### config.mk
export PLATFORM = sky130hd
export DESIGN_NAME = matmul_top
export DESIGN_NICKNAME = d
export VERILOG_FILES = /design/src/verilog/matmul_cfg_pkg.sv /design/src/verilog/matmul_ctrl_pkg.sv /design/src/verilog/matmul_ctrl_if.sv /design/src/verilog/matmul_ctrl.sv /design/src/verilog/phase_timer.sv /design/src/verilog/operand_skew.sv /design/src/verilog/pe_array.sv /design/src/verilog/result_drain.sv /design/src/verilog/matmul_top.sv
export SDC_FILE = /design/constraint.sdc
export NUM_CORES = 2
export LEC_CHECK = 0
export BUFFER_PORTS_ARGS = -buffer_cell sky130_fd_sc_hd__clkbuf_2
export CAP_MARGIN = 20
export CORE_MARGIN = 4
export CORE_UTILIZATION = 57
export DETAILED_ROUTE_END_ITERATION = 10
export HOLD_SLACK_MARGIN = 0.06
export PLACE_DENSITY = 0.78
export SYNTH_ARGS = -nofsm -noshare
export SYNTH_HDL_FRONTEND = slang
export SYNTH_SLANG_ARGS = --single-unit
export TNS_END_PERCENT = 20
### constraint.sdc
create_clock -name clk -period 12.16 [get_ports clk]
set_input_delay 1.824 -clock clk [delete_from_list [all_inputs] [get_ports clk]]
set_output_delay 1.824 -clock clk [all_outputs]
set_load 0.03 [all_outputs]
### src/verilog/matmul_cfg_pkg.sv
package matmul_cfg_pkg;

  // Width of one element of A or B
  localparam int DATA_W = 8;

  // Holds the sum of up to 16 products of two 8-bit operands without overflow
  localparam int ACC_W = 20;

  // Unsigned operand element
  typedef logic [DATA_W-1:0] data_t;

  // Accumulator and result element, C keeps the full width
  typedef logic [ACC_W-1:0] acc_t;

endpackage

### src/verilog/matmul_ctrl_pkg.sv
package matmul_ctrl_pkg;

  // Sequence of one operation, IDLE is the only state that accepts start
  typedef enum logic [1:0] {
    IDLE,
    LOAD,
    COMPUTE,
    DRAIN
  } ctrl_state_t;

  // Phase timer width, covers the longest phase for every supported N
  localparam int TIMER_W = 8;

  // One column of A and one row of B per cycle
  function automatic int load_cycles(input int n);
    return n;
  endfunction

  // Skew plus forwarding latency until the far corner cell has its last product
  function automatic int compute_cycles(input int n);
    return 2 * n - 2;
  endfunction

  // One row of C per cycle
  function automatic int drain_cycles(input int n);
    return n;
  endfunction

endpackage

### src/verilog/matmul_ctrl_if.sv
`timescale 1ns/1ns

interface matmul_ctrl_if #(
  parameter int N = 4
);

  logic load;
  logic acc_clear;
  logic capture;
  logic shift;

  // The array, the skew lines and the phase lengths are only sized for this range
  if (N < 2 || N > 16) begin : g_size_check
    $error("matmul_ctrl_if: N must be between 2 and 16");
  end

  modport ctrl (output load, acc_clear, capture, shift);
  modport skew (input load);
  modport array (input acc_clear);
  modport drain (input capture, shift);

endinterface

### src/verilog/matmul_ctrl.sv
`timescale 1ns/1ns

module matmul_ctrl #(
  parameter int N = 4
) (
  input  logic                                clk,
  input  logic                                reset,
  input  logic                                start,
  input  logic                                timer_last,
  output logic                                timer_load,
  output logic [matmul_ctrl_pkg::TIMER_W-1:0] timer_value,
  matmul_ctrl_if.ctrl                         ctrl,
  output logic                                in_progress,
  output logic                                c_valid,
  output logic                                done
);

  import matmul_ctrl_pkg::*;

  ctrl_state_t state;
  ctrl_state_t state_next;
  logic        start_q;
  logic        start_pulse;
  // High in the first cycle after every state change
  logic        phase_first;

  ////////////////////////////////////////////////////////////////////////////
  // Start edge and next state
  ////////////////////////////////////////////////////////////////////////////

  assign start_pulse = start & ~start_q;

  always_comb begin
    state_next = state;
    case (state)
      IDLE: begin
        if (start_pulse) begin
          state_next = LOAD;
        end
      end
      LOAD: begin
        if (timer_last) begin
          state_next = COMPUTE;
        end
      end
      COMPUTE: begin
        if (timer_last) begin
          state_next = DRAIN;
        end
      end
      DRAIN: begin
        if (timer_last) begin
          state_next = IDLE;
        end
      end
      default: state_next = IDLE;
    endcase
  end

  // Length of the phase that is entered when the current one ends
  always_comb begin
    case (state)
      IDLE:    timer_value = TIMER_W'(load_cycles(N));
      LOAD:    timer_value = TIMER_W'(compute_cycles(N));
      COMPUTE: timer_value = TIMER_W'(drain_cycles(N));
      default: timer_value = '0;
    endcase
  end

  assign timer_load = (state_next != state);

  always_ff @(posedge clk) begin
    if (reset) begin
      state       <= IDLE;
      start_q     <= 1'b0;
      phase_first <= 1'b0;
      done        <= 1'b0;
    end else begin
      state       <= state_next;
      start_q     <= start;
      phase_first <= timer_load;
      // done lands in the first IDLE cycle
      done        <= (state == DRAIN) && timer_last;
    end
  end

  ////////////////////////////////////////////////////////////////////////////
  // Strobes and status
  ////////////////////////////////////////////////////////////////////////////

  assign ctrl.load      = (state == LOAD);
  assign ctrl.acc_clear = (state == LOAD) && phase_first;
  assign ctrl.capture   = (state == DRAIN) && phase_first;
  assign ctrl.shift     = (state == DRAIN) && !phase_first;

  assign in_progress = (state == LOAD) || (state == COMPUTE);
  assign c_valid     = (state == DRAIN);

endmodule

### src/verilog/phase_timer.sv
`timescale 1ns/1ns

module phase_timer #(
  parameter int N = 4
) (
  input  logic                                clk,
  input  logic                                reset,
  input  logic                                load_en,
  input  logic [matmul_ctrl_pkg::TIMER_W-1:0] load_value,
  output logic                                last
);

  import matmul_ctrl_pkg::*;

  logic [TIMER_W-1:0] count;

  // COMPUTE is the longest phase for N of 2 and up
  if (compute_cycles(N) >= 2 ** TIMER_W) begin : g_width_check
    $error("phase_timer: TIMER_W too narrow for N");
  end

  always_ff @(posedge clk) begin
    if (reset) begin
      count <= '0;
    end else if (load_en) begin
      count <= load_value;
    end else if (count != '0) begin
      count <= count - 1'b1;
    end
  end

  // A phase loaded with L cycles ends when one cycle is left
  assign last = (count == TIMER_W'(1));

endmodule

### src/verilog/operand_skew.sv
`timescale 1ns/1ns

module operand_skew #(
  parameter int N = 4
) (
  input  logic                          clk,
  input  logic                          reset,
  matmul_ctrl_if.skew                   ctrl,
  input  matmul_cfg_pkg::data_t [N-1:0] a_data,
  input  matmul_cfg_pkg::data_t [N-1:0] b_data,
  output matmul_cfg_pkg::data_t [N-1:0] a_lanes,
  output matmul_cfg_pkg::data_t [N-1:0] b_lanes
);

  import matmul_cfg_pkg::*;

  data_t [N-1:0] a_in;
  data_t [N-1:0] b_in;

  // Outside LOAD only zeros enter, which flushes the grid between operations
  assign a_in = ctrl.load ? a_data : '0;
  assign b_in = ctrl.load ? b_data : '0;

  for (genvar i = 0; i < N; i++) begin : g_lane
    if (i == 0) begin : g_direct
      assign a_lanes[0] = a_in[0];
      assign b_lanes[0] = b_in[0];
    end else begin : g_delay
      // Lane i is a shift line i registers deep
      data_t [i-1:0] a_dly;
      data_t [i-1:0] b_dly;

      always_ff @(posedge clk) begin
        if (reset) begin
          a_dly <= '0;
          b_dly <= '0;
        end else begin
          a_dly[0] <= a_in[i];
          b_dly[0] <= b_in[i];
          for (int k = 1; k < i; k++) begin
            a_dly[k] <= a_dly[k-1];
            b_dly[k] <= b_dly[k-1];
          end
        end
      end

      assign a_lanes[i] = a_dly[i-1];
      assign b_lanes[i] = b_dly[i-1];
    end
  end

endmodule

### src/verilog/pe_array.sv
`timescale 1ns/1ns

module pe_array #(
  parameter int N = 4
) (
  input  logic                                clk,
  input  logic                                reset,
  matmul_ctrl_if.array                        ctrl,
  input  matmul_cfg_pkg::data_t [N-1:0]       a_lanes,
  input  matmul_cfg_pkg::data_t [N-1:0]       b_lanes,
  output matmul_cfg_pkg::acc_t  [N-1:0][N-1:0] acc
);

  import matmul_cfg_pkg::*;

  // Forwarding registers, a moves right along a row and b moves down a column
  data_t a_fwd [N][N];
  data_t b_fwd [N][N];

  ////////////////////////////////////////////////////////////////////////////
  // Cell grid
  ////////////////////////////////////////////////////////////////////////////

  for (genvar i = 0; i < N; i++) begin : g_row
    for (genvar j = 0; j < N; j++) begin : g_col
      data_t a_op;
      data_t b_op;
      acc_t  prod;

      // Edge cells take the skewed lanes, inner cells their neighbour's register
      if (j == 0) begin : g_a_edge
        assign a_op = a_lanes[i];
      end else begin : g_a_inner
        assign a_op = a_fwd[i][j-1];
      end

      if (i == 0) begin : g_b_edge
        assign b_op = b_lanes[j];
      end else begin : g_b_inner
        assign b_op = b_fwd[i-1][j];
      end

      assign prod = acc_t'(a_op) * acc_t'(b_op);

      always_ff @(posedge clk) begin
        if (reset) begin
          a_fwd[i][j] <= '0;
          b_fwd[i][j] <= '0;
          acc[i][j]   <= '0;
        end else begin
          a_fwd[i][j] <= a_op;
          b_fwd[i][j] <= b_op;
          // Operands are still zero here for every cell except (0,0)
          acc[i][j]   <= ctrl.acc_clear ? prod : acc[i][j] + prod;
        end
      end
    end
  end

endmodule

### src/verilog/result_drain.sv
`timescale 1ns/1ns

module result_drain #(
  parameter int N = 4
) (
  input  logic                                clk,
  input  logic                                reset,
  matmul_ctrl_if.drain                        ctrl,
  input  matmul_cfg_pkg::acc_t [N-1:0][N-1:0] acc,
  output matmul_cfg_pkg::acc_t [N-1:0]        c_data
);

  import matmul_cfg_pkg::*;

  // Rows 1 to N-1 wait here, row 0 goes straight out on the capture cycle
  acc_t [N-1:0] bank [N-1];

  always_ff @(posedge clk) begin
    if (reset) begin
      for (int r = 0; r < N - 1; r++) begin
        bank[r] <= '0;
      end
    end else if (ctrl.capture) begin
      for (int r = 0; r < N - 1; r++) begin
        bank[r] <= acc[r+1];
      end
    end else if (ctrl.shift) begin
      for (int r = 0; r < N - 2; r++) begin
        bank[r] <= bank[r+1];
      end
      bank[N-2] <= '0;
    end
  end

  assign c_data = ctrl.capture ? acc[0] : bank[0];

endmodule

### src/verilog/matmul_top.sv
`timescale 1ns/1ns

module matmul_top #(
  parameter int N = 4
) (
  input  logic                             clk,
  input  logic                             reset,
  input  logic                             start,
  input  matmul_cfg_pkg::data_t [N-1:0]    a_data,
  input  matmul_cfg_pkg::data_t [N-1:0]    b_data,
  output logic                             in_progress,
  output logic                             c_valid,
  output matmul_cfg_pkg::acc_t  [N-1:0]    c_data,
  output logic                             done
);

  import matmul_cfg_pkg::*;
  import matmul_ctrl_pkg::*;

  logic               timer_load;
  logic               timer_last;
  logic [TIMER_W-1:0] timer_value;

  // Skewed operand lanes into the grid
  data_t [N-1:0] a_lanes;
  data_t [N-1:0] b_lanes;

  // Accumulators, acc[i][j] is element (i,j) of C
  acc_t [N-1:0][N-1:0] acc;

  matmul_ctrl_if #(.N(N)) ctrl_bus ();

  ////////////////////////////////////////////////////////////////////////////
  // Control
  ////////////////////////////////////////////////////////////////////////////

  matmul_ctrl #(.N(N)) u_ctrl (
    .clk         (clk),
    .reset       (reset),
    .start       (start),
    .timer_last  (timer_last),
    .timer_load  (timer_load),
    .timer_value (timer_value),
    .ctrl        (ctrl_bus.ctrl),
    .in_progress (in_progress),
    .c_valid     (c_valid),
    .done        (done)
  );

  phase_timer #(.N(N)) u_timer (
    .clk        (clk),
    .reset      (reset),
    .load_en    (timer_load),
    .load_value (timer_value),
    .last       (timer_last)
  );

  ////////////////////////////////////////////////////////////////////////////
  // Data path
  ////////////////////////////////////////////////////////////////////////////

  operand_skew #(.N(N)) u_skew (
    .clk     (clk),
    .reset   (reset),
    .ctrl    (ctrl_bus.skew),
    .a_data  (a_data),
    .b_data  (b_data),
    .a_lanes (a_lanes),
    .b_lanes (b_lanes)
  );

  pe_array #(.N(N)) u_array (
    .clk     (clk),
    .reset   (reset),
    .ctrl    (ctrl_bus.array),
    .a_lanes (a_lanes),
    .b_lanes (b_lanes),
    .acc     (acc)
  );

  result_drain #(.N(N)) u_drain (
    .clk    (clk),
    .reset  (reset),
    .ctrl   (ctrl_bus.drain),
    .acc    (acc),
    .c_data (c_data)
  );

endmodule

After elaboration in Yosys (flattened, before gate mapping)
Memory sizes are Yosys's and may differ from the RTL's.
Index checks and enable logic that the tools add are counted.
- magnitude comparators: 0
- bitwise logic cells: 41
- $add $sub $neg: 17
- reduce and logical (&&, ||, !) cells: 12
- divide/modulo/power cells: 0
- muxes and demuxes: 75
- eq/ne operators: 5
- shift operators: 0
- multipliers: 16
- operators by type and width (operator ; count):
    80-bit 2-to-1 mux ; 7
    20-bit by 16-bit adder with 20-bit output ; 16
    8-bit 2-to-1 mux ; 36
    8-bit by 8-bit multiplier with 16-bit output ; 16
    16-bit 2-to-1 mux ; 16
    1-bit bitwise OR ; 38
    1-bit 2-to-1 mux ; 10
    8-bit by 1-bit == test with 1-bit output, second input constant ; 1
    2-bit 2-to-1 mux ; 4
    2-bit one-hot mux with 4 select lines ; 1
    8-bit nonzero test ; 1
    8-bit by 1-bit subtractor with 8-bit output, second input constant ; 1
    3-bit one-hot mux with 2 select lines ; 1
    2-bit OR reduction ; 3
    2-bit == test, second input constant ; 2
    1-bit logical AND ; 4
    2-bit by 1-bit == test with 1-bit output, second input constant ; 1
    2-bit logical NOT ; 1
    2-bit inequality test ; 1
    1-bit inverter ; 2
    2-bit nonzero test ; 1
    1-bit bitwise AND ; 1
    1-bit logical NOT ; 1
    1-bit logical OR ; 1
- latch bits: 0
- memory bits (read-only): 0
- bits in registers: 429
- bits of input ports: 67
- RAM bits: 496
- memories: 3
- memories (memory ; depth ; bits a word ; rd ports ; clocked after memory_dff ; write ports ; RTL line ; RTL):
    u_drain.bank ; 3 ; 80 ; 3 ; 0 ; 3 ; result_drain.sv:16 ; acc_t [N-1:0] bank [N-1];
    u_array.a_fwd ; 4 ; 32 ; 4 ; 0 ; 4 ; pe_array.sv:17 ; data_t a_fwd [N][N];
    u_array.b_fwd ; 4 ; 32 ; 3 ; 0 ; 4 ; pe_array.sv:18 ; data_t b_fwd [N][N];

Depth between registers and ports, before layout
- word-level depth: 7
- mapped depth: 27
- gate-level depth less buffers: 25

By module
Synthesis repeated with hierarchy kept, for this count alone.
- cells, all modules: 7971
- area, all modules: 75836.5 um2
- modules (own cells, without submodules) (module ; sequential area each (um2) ; instances ; area each (um2) ; cells an instance):
    pe_array ; 10249.8 ; 1 ; 61226.2 ; 6978
    result_drain ; 7206.9 ; 1 ; 10618.9 ; 634
    operand_skew ; 1921.8 ; 1 ; 3099.2 ; 257
    phase_timer ; 160.2 ; 1 ; 513.0 ; 54
    matmul_ctrl ; 100.1 ; 1 ; 379.1 ; 48

Least setup slack after synthesis
Ideal clock, no wire load.
- path type: input to register
- start point: input port b_data[2] in the netlist's numbering
- end point: register u_array.acc[17] (netlist name)
- path slack: 5.401 ns
- setup time: 0.127 ns
- arrival time: 6.632 ns
- buffers on the path: 0
- required time: 12.033 ns
- cell stages on the path: 21
- path through: nand3_1 fa_1 fa_1 inv_1 fa_1 inv_1 fa_1 inv_1 ha_1 o21ai_0 o21ai_0 nand2_1 xnor2_1 ha_1 a21o_1 a21o_1 a21oi_1 nand3_1 a221oi_1 nor2_1 or3_1
- word-level cells in the longest chain between the ends: 3
- RTL lines (what ; RTL line ; RTL):
    start, declared ; matmul_top.sv:10 ; input matmul_cfg_pkg::data_t [N-1:0] b_data,
    8-bit 2-to-1 mux ; operand_skew.sv:22 ; assign b_in = ctrl.load ? b_data : '0;
    8-bit by 8-bit multiplier with 16-bit output ; pe_array.sv:43 ; assign prod = acc_t'(a_op) * acc_t'(b_op);
    20-bit by 16-bit adder with 20-bit output ; pe_array.sv:54 ; acc[i][j] <= ctrl.acc_clear ? prod : acc[i][j] + prod;
Every way passes these cells.
A chain may end at the register's enable or synchronous reset.

Final worst setup path
- start point: input port b_data[2] in the netlist's numbering
- end point: register u_array.acc[17] (netlist name)
- word-level cells in the longest chain between the ends: 3
- RTL lines (what ; RTL line):
    8-bit 2-to-1 mux ; operand_skew.sv:22
    8-bit by 8-bit multiplier with 16-bit output ; pe_array.sv:43
    20-bit by 16-bit adder with 20-bit output ; pe_array.sv:54
Every way passes these cells.

==> results.md <==
* M1 GR Usage at 0.365
* Post-DP HPWL at 133000 µm
* RSZ-0062 raised after global routing: no
* Synth Area in XOR/XNOR at 0.0446
* Async S/R FF share, synth at 0
* Cell mode on critical path: fa_1
* Sequential element share of the synthesized area at 0.266
* Sw power at 1.84 mW
* Top Usage Layer GRT: met2
* Critical path fanouts, max at 9
* Synth area leader: dfxtp_1
* Pleak at 39.3 nW
* Worst Path Buf+Inv at 4
* Setup TNS at 0 ns
* Top-count cell post-synth: inv_1
* P_int at 5.06 mW
* Post-CTS Resized at 0
* Root Buffer: clkbuf_16
* Worst-path clk slew at 0.06 ns
* GRT met2 Usage at 0.430
* Final wirelength at 179000 µm
* Sw Ratio at 0.266
* GRT overflow at 0
* Post-synth top area share at 0.168
* Post-Synth Simple-Gate Area at 0.181
* Register area at 0.0196 mm²
* Clk sink count at 861
* Cell count after synthesis at 7912
* Post-CTS Setup Bufs at 0
* FF-to-FF setup slack at 5.30 ns
* Total power per unit cell area at 86.7 mW/mm²
* Slew Limit Headroom at 0.241
* Final std cells w/o fill at 9804
* DP Cell Count at 9620
* Row count at 131
* Largest family of logic cells by synthesized area: adder cells
* Post-synth top cells: 960 x inv_1, 862 x and2_1, 842 x ha_1
* Yosys warns at 0
* Final setup vio count at 0
* Worst slew pin tran at 1.14 ns
* First DRT Iteration DRCs at 4173
* Met3 Use GR at 0.0331
* Wire length of the first global-routing pass at 294000 µm
* Avg Cell Area, Syn at 9.33 µm²
* Die width at 368 µm
* Critical Path, Cell by Cell: clkbuf_2 > nand3_1 > fa_1 > fa_1 > inv_1 > fa_1 > inv_1 > fa_1 > inv_1 > ha_1 > o21ai_0 > o21ai_0 > nand2_1 > xnor2_1 > ha_1 > a21o_1 > a21o_1 > a21oi_1 > nand3_1 > a221oi_1 > nor2_1 > or3_1
* Worst r2r src: u_ctrl.state[0]
* Longest Clk Path Bufs at 3
* EDFF count, synth at 240
* Startpoint Class: input port
* Core area at 0.128 mm²
* Skew final at 0.0274 ns
* Worst Hold Class: flip-flop to flip-flop
* Mux cell area share after synthesis at 0.0142
* Max Slew Vio Count at 0
* Peak VDD IR at 0.114 mV
* Max_cap viols at 0
* Arr. time, crit path at 7.53 ns
* Multi-input logic area at 0.0499 mm²
* Fin nets at 9491
* Worst Setup EP: u_array.acc[17]
* Slowest-stage cell, CP: fa_1
* CTS tree: done
* Die height at 368 µm
* Post-synthesis cell type count at 88
* Hold Vio Cnt, Final at 0
* CP top delay family: adder cells
* Fill cells at 10472
* Hold_buf cts at 0
* Total Die Area at 0.135 mm²
* Area Overhead vs Synth at 7.82%
* Clock share of power at 0.442
* Stages on worst setup path at 22
* Largest net degree at the start of global routing at 241
* Mapped Nets at 9413
* Share of layout cells above drive strength 1 at 0.0575
* Worst hold path depth at 1
* H-Tree Depth at 3
* Adder-Cell Fraction of Synth Area at 0.303
* Cell Area, Synth at 0.0738 mm²
* Ports at 150
* Worst Setup Path Type: input port to flip-flop
* Diode count at 0
* Slowest stage delay, CP at 0.55 ns
* Tcrit/Tclk final at 0.571
* Highest clock rate at 0.144 GHz
* ANT nets after route at 0
* Total CTS buffers at 97
* R2R cell count at 23
* #FFs+latches synth at 861
* Vias in the first global route at 57100
* Combinational power share at 0.102
* Worst reg2reg path endpoint: u_array.acc[17]
* Drt via density at 5.75
* Vias at 56415
* IO buf count at 149
* Antenna violations before repair at 1
* CP Capture Type: flip-flop
* Gr usage total at 0.263
* Clk_lat worst skew at 0.71 ns
* WL/cell at 18.3 µm
* Crit path time final at 6.95 ns
* Starting density of the core at 0.576
* DRC viols at 0
* Worst EP required at 12.74 ns
* Flop pwr share at 0.456
* Setup crit start: b_data[2]
* Compound-Gate Fraction of Synth Area at 0.132
* RePlAce Congestion at 0.901
* Synth area leaders: dfxtp_1 17%, fa_1 16%, ha_1 14%
* Status: completed
* Post-synth top flop: dfxtp_1
* Drt first pass iters at 6
-- how the worst min path moves through the flow --
stage | startpoint | end | slack, ns
2_1_floorplan | u_skew.g_lane[2].g_delay.a_dly[0] | u_skew.a_lanes[16] | 0.41
3_3_place_gp | u_skew.g_lane[3].g_delay.b_dly[8] | u_skew.b_lanes[24] | 0.43
3_5_place_dp | u_skew.g_lane[3].g_delay.b_dly[2] | u_skew.g_lane[3].g_delay.b_dly[10] | 0.42
4_1_cts | u_skew.g_lane[3].g_delay.a_dly[13] | u_skew.a_lanes[29] | 0.44
5_1_grt | u_skew.g_lane[2].g_delay.a_dly[1] | u_skew.a_lanes[17] | 0.45
6_report | u_skew.g_lane[3].g_delay.a_dly[9] | u_skew.a_lanes[25] | 0.43
-- registers in the layout, indices dropped and copies added (netlist names) --
signal / cells
u_timer.count: 8
u_drain.bank: 240
u_ctrl.done: 1
u_skew.g_lane.g_delay.b_dly: 32
u_array.acc: 320
u_array.b_fwd: 96
u_skew.a_lanes: 16
u_array.a_fwd: 96
u_skew.b_lanes: 16
u_ctrl.start_q: 1
u_skew.g_lane.g_delay.a_dly: 32
u_ctrl.phase_first: 1
u_ctrl.state: 2
-- layer usage --
| metal | wire length [µm] | vias to the layer above |
|---|---|---|
| met5 | 0 | - |
| met4 | 5380 | 0 |
| met3 | 12300 | 299 |
| met2 | 81900 | 1866 |
| met1 | 79500 | 27484 |
| li1 | - | 26766 |
-- kinds of logic after synthesis --
| logic type | count (synthesis) |
|---|---|
| AND/OR/NAND/NOR | 2522 |
| AO/OA/AOI/OAI | 1469 |
| adder cells (fa/ha/maj) | 1434 |
| buffers and inverters | 1156 |
| flip-flops | 861 |
| XOR/XNOR | 376 |
| multiplexers | 94 |
-- per-stage QoR --
stage | power, mW | worst slack (ns) | util | cell area (µm²) | hold slack [ns]
2_1_floorplan | 3.67 | 5.40 | - | 73800 | 0.414
3_3_place_gp | 3.88 | 4.66 | 0.595 | 76300 | 0.426
3_5_place_dp | 3.89 | 4.66 | 0.595 | 76300 | 0.424
5_1_grt | 7.15 | 4.86 | 0.621 | 79600 | 0.453
6_report | 6.90 | 5.21 | 0.621 | 79600 | 0.435
4_1_cts | 6.94 | 5.35 | 0.621 | 79600 | 0.440
-- final cells by class --
class                      instances  area share
clock buffer                     124      0.0337
inverter                         960      0.0453
clock inverter                    60     0.00768
timing repair buffer             175      0.0124
sequential                       861       0.247
tap                             1729      0.0272
multi-input combinational       5895       0.627
-- power groups by stage --
stage	logic (mW)	clock network [mW]	registers (mW)
5_1_grt	0.774	3.21	3.16
4_1_cts	0.695	3.10	3.15
6_report	0.701	3.05	3.15
3_5_place_dp	0.686	0	3.21
2_1_floorplan	0.512	0	3.16
3_3_place_gp	0.672	0	3.21
-- placed cells by master, fill, tap and decap left out, types with 12 or more instances in the layout --
cell type	count
and2_1	862
edfxtp_1	240
clkbuf_16	101
nand4_1	33
inv_1	959
nor3_1	67
o21a_1	65
a211o_1	22
clkbuf_1	16
a22o_1	191
nor2b_1	263
nand2_1	688
o21ai_0	219
nand2b_1	34
a21oi_1	449
and3_1	96
or3_1	58
mux2_2	81
buf_4	23
dfxtp_1	621
a21o_1	127
nor2_1	250
fa_1	592
a31o_2	12
a31oi_1	54
o31ai_1	24
a211oi_1	71
clkinv_2	14
o211ai_1	35
ha_1	842
nor4_1	15
mux2i_1	12
o21bai_1	55
clkbuf_2	148
nand3_1	83
a2111oi_0	14
xor2_1	114
xnor2_1	262
Power figures use the tool's default switching activity.
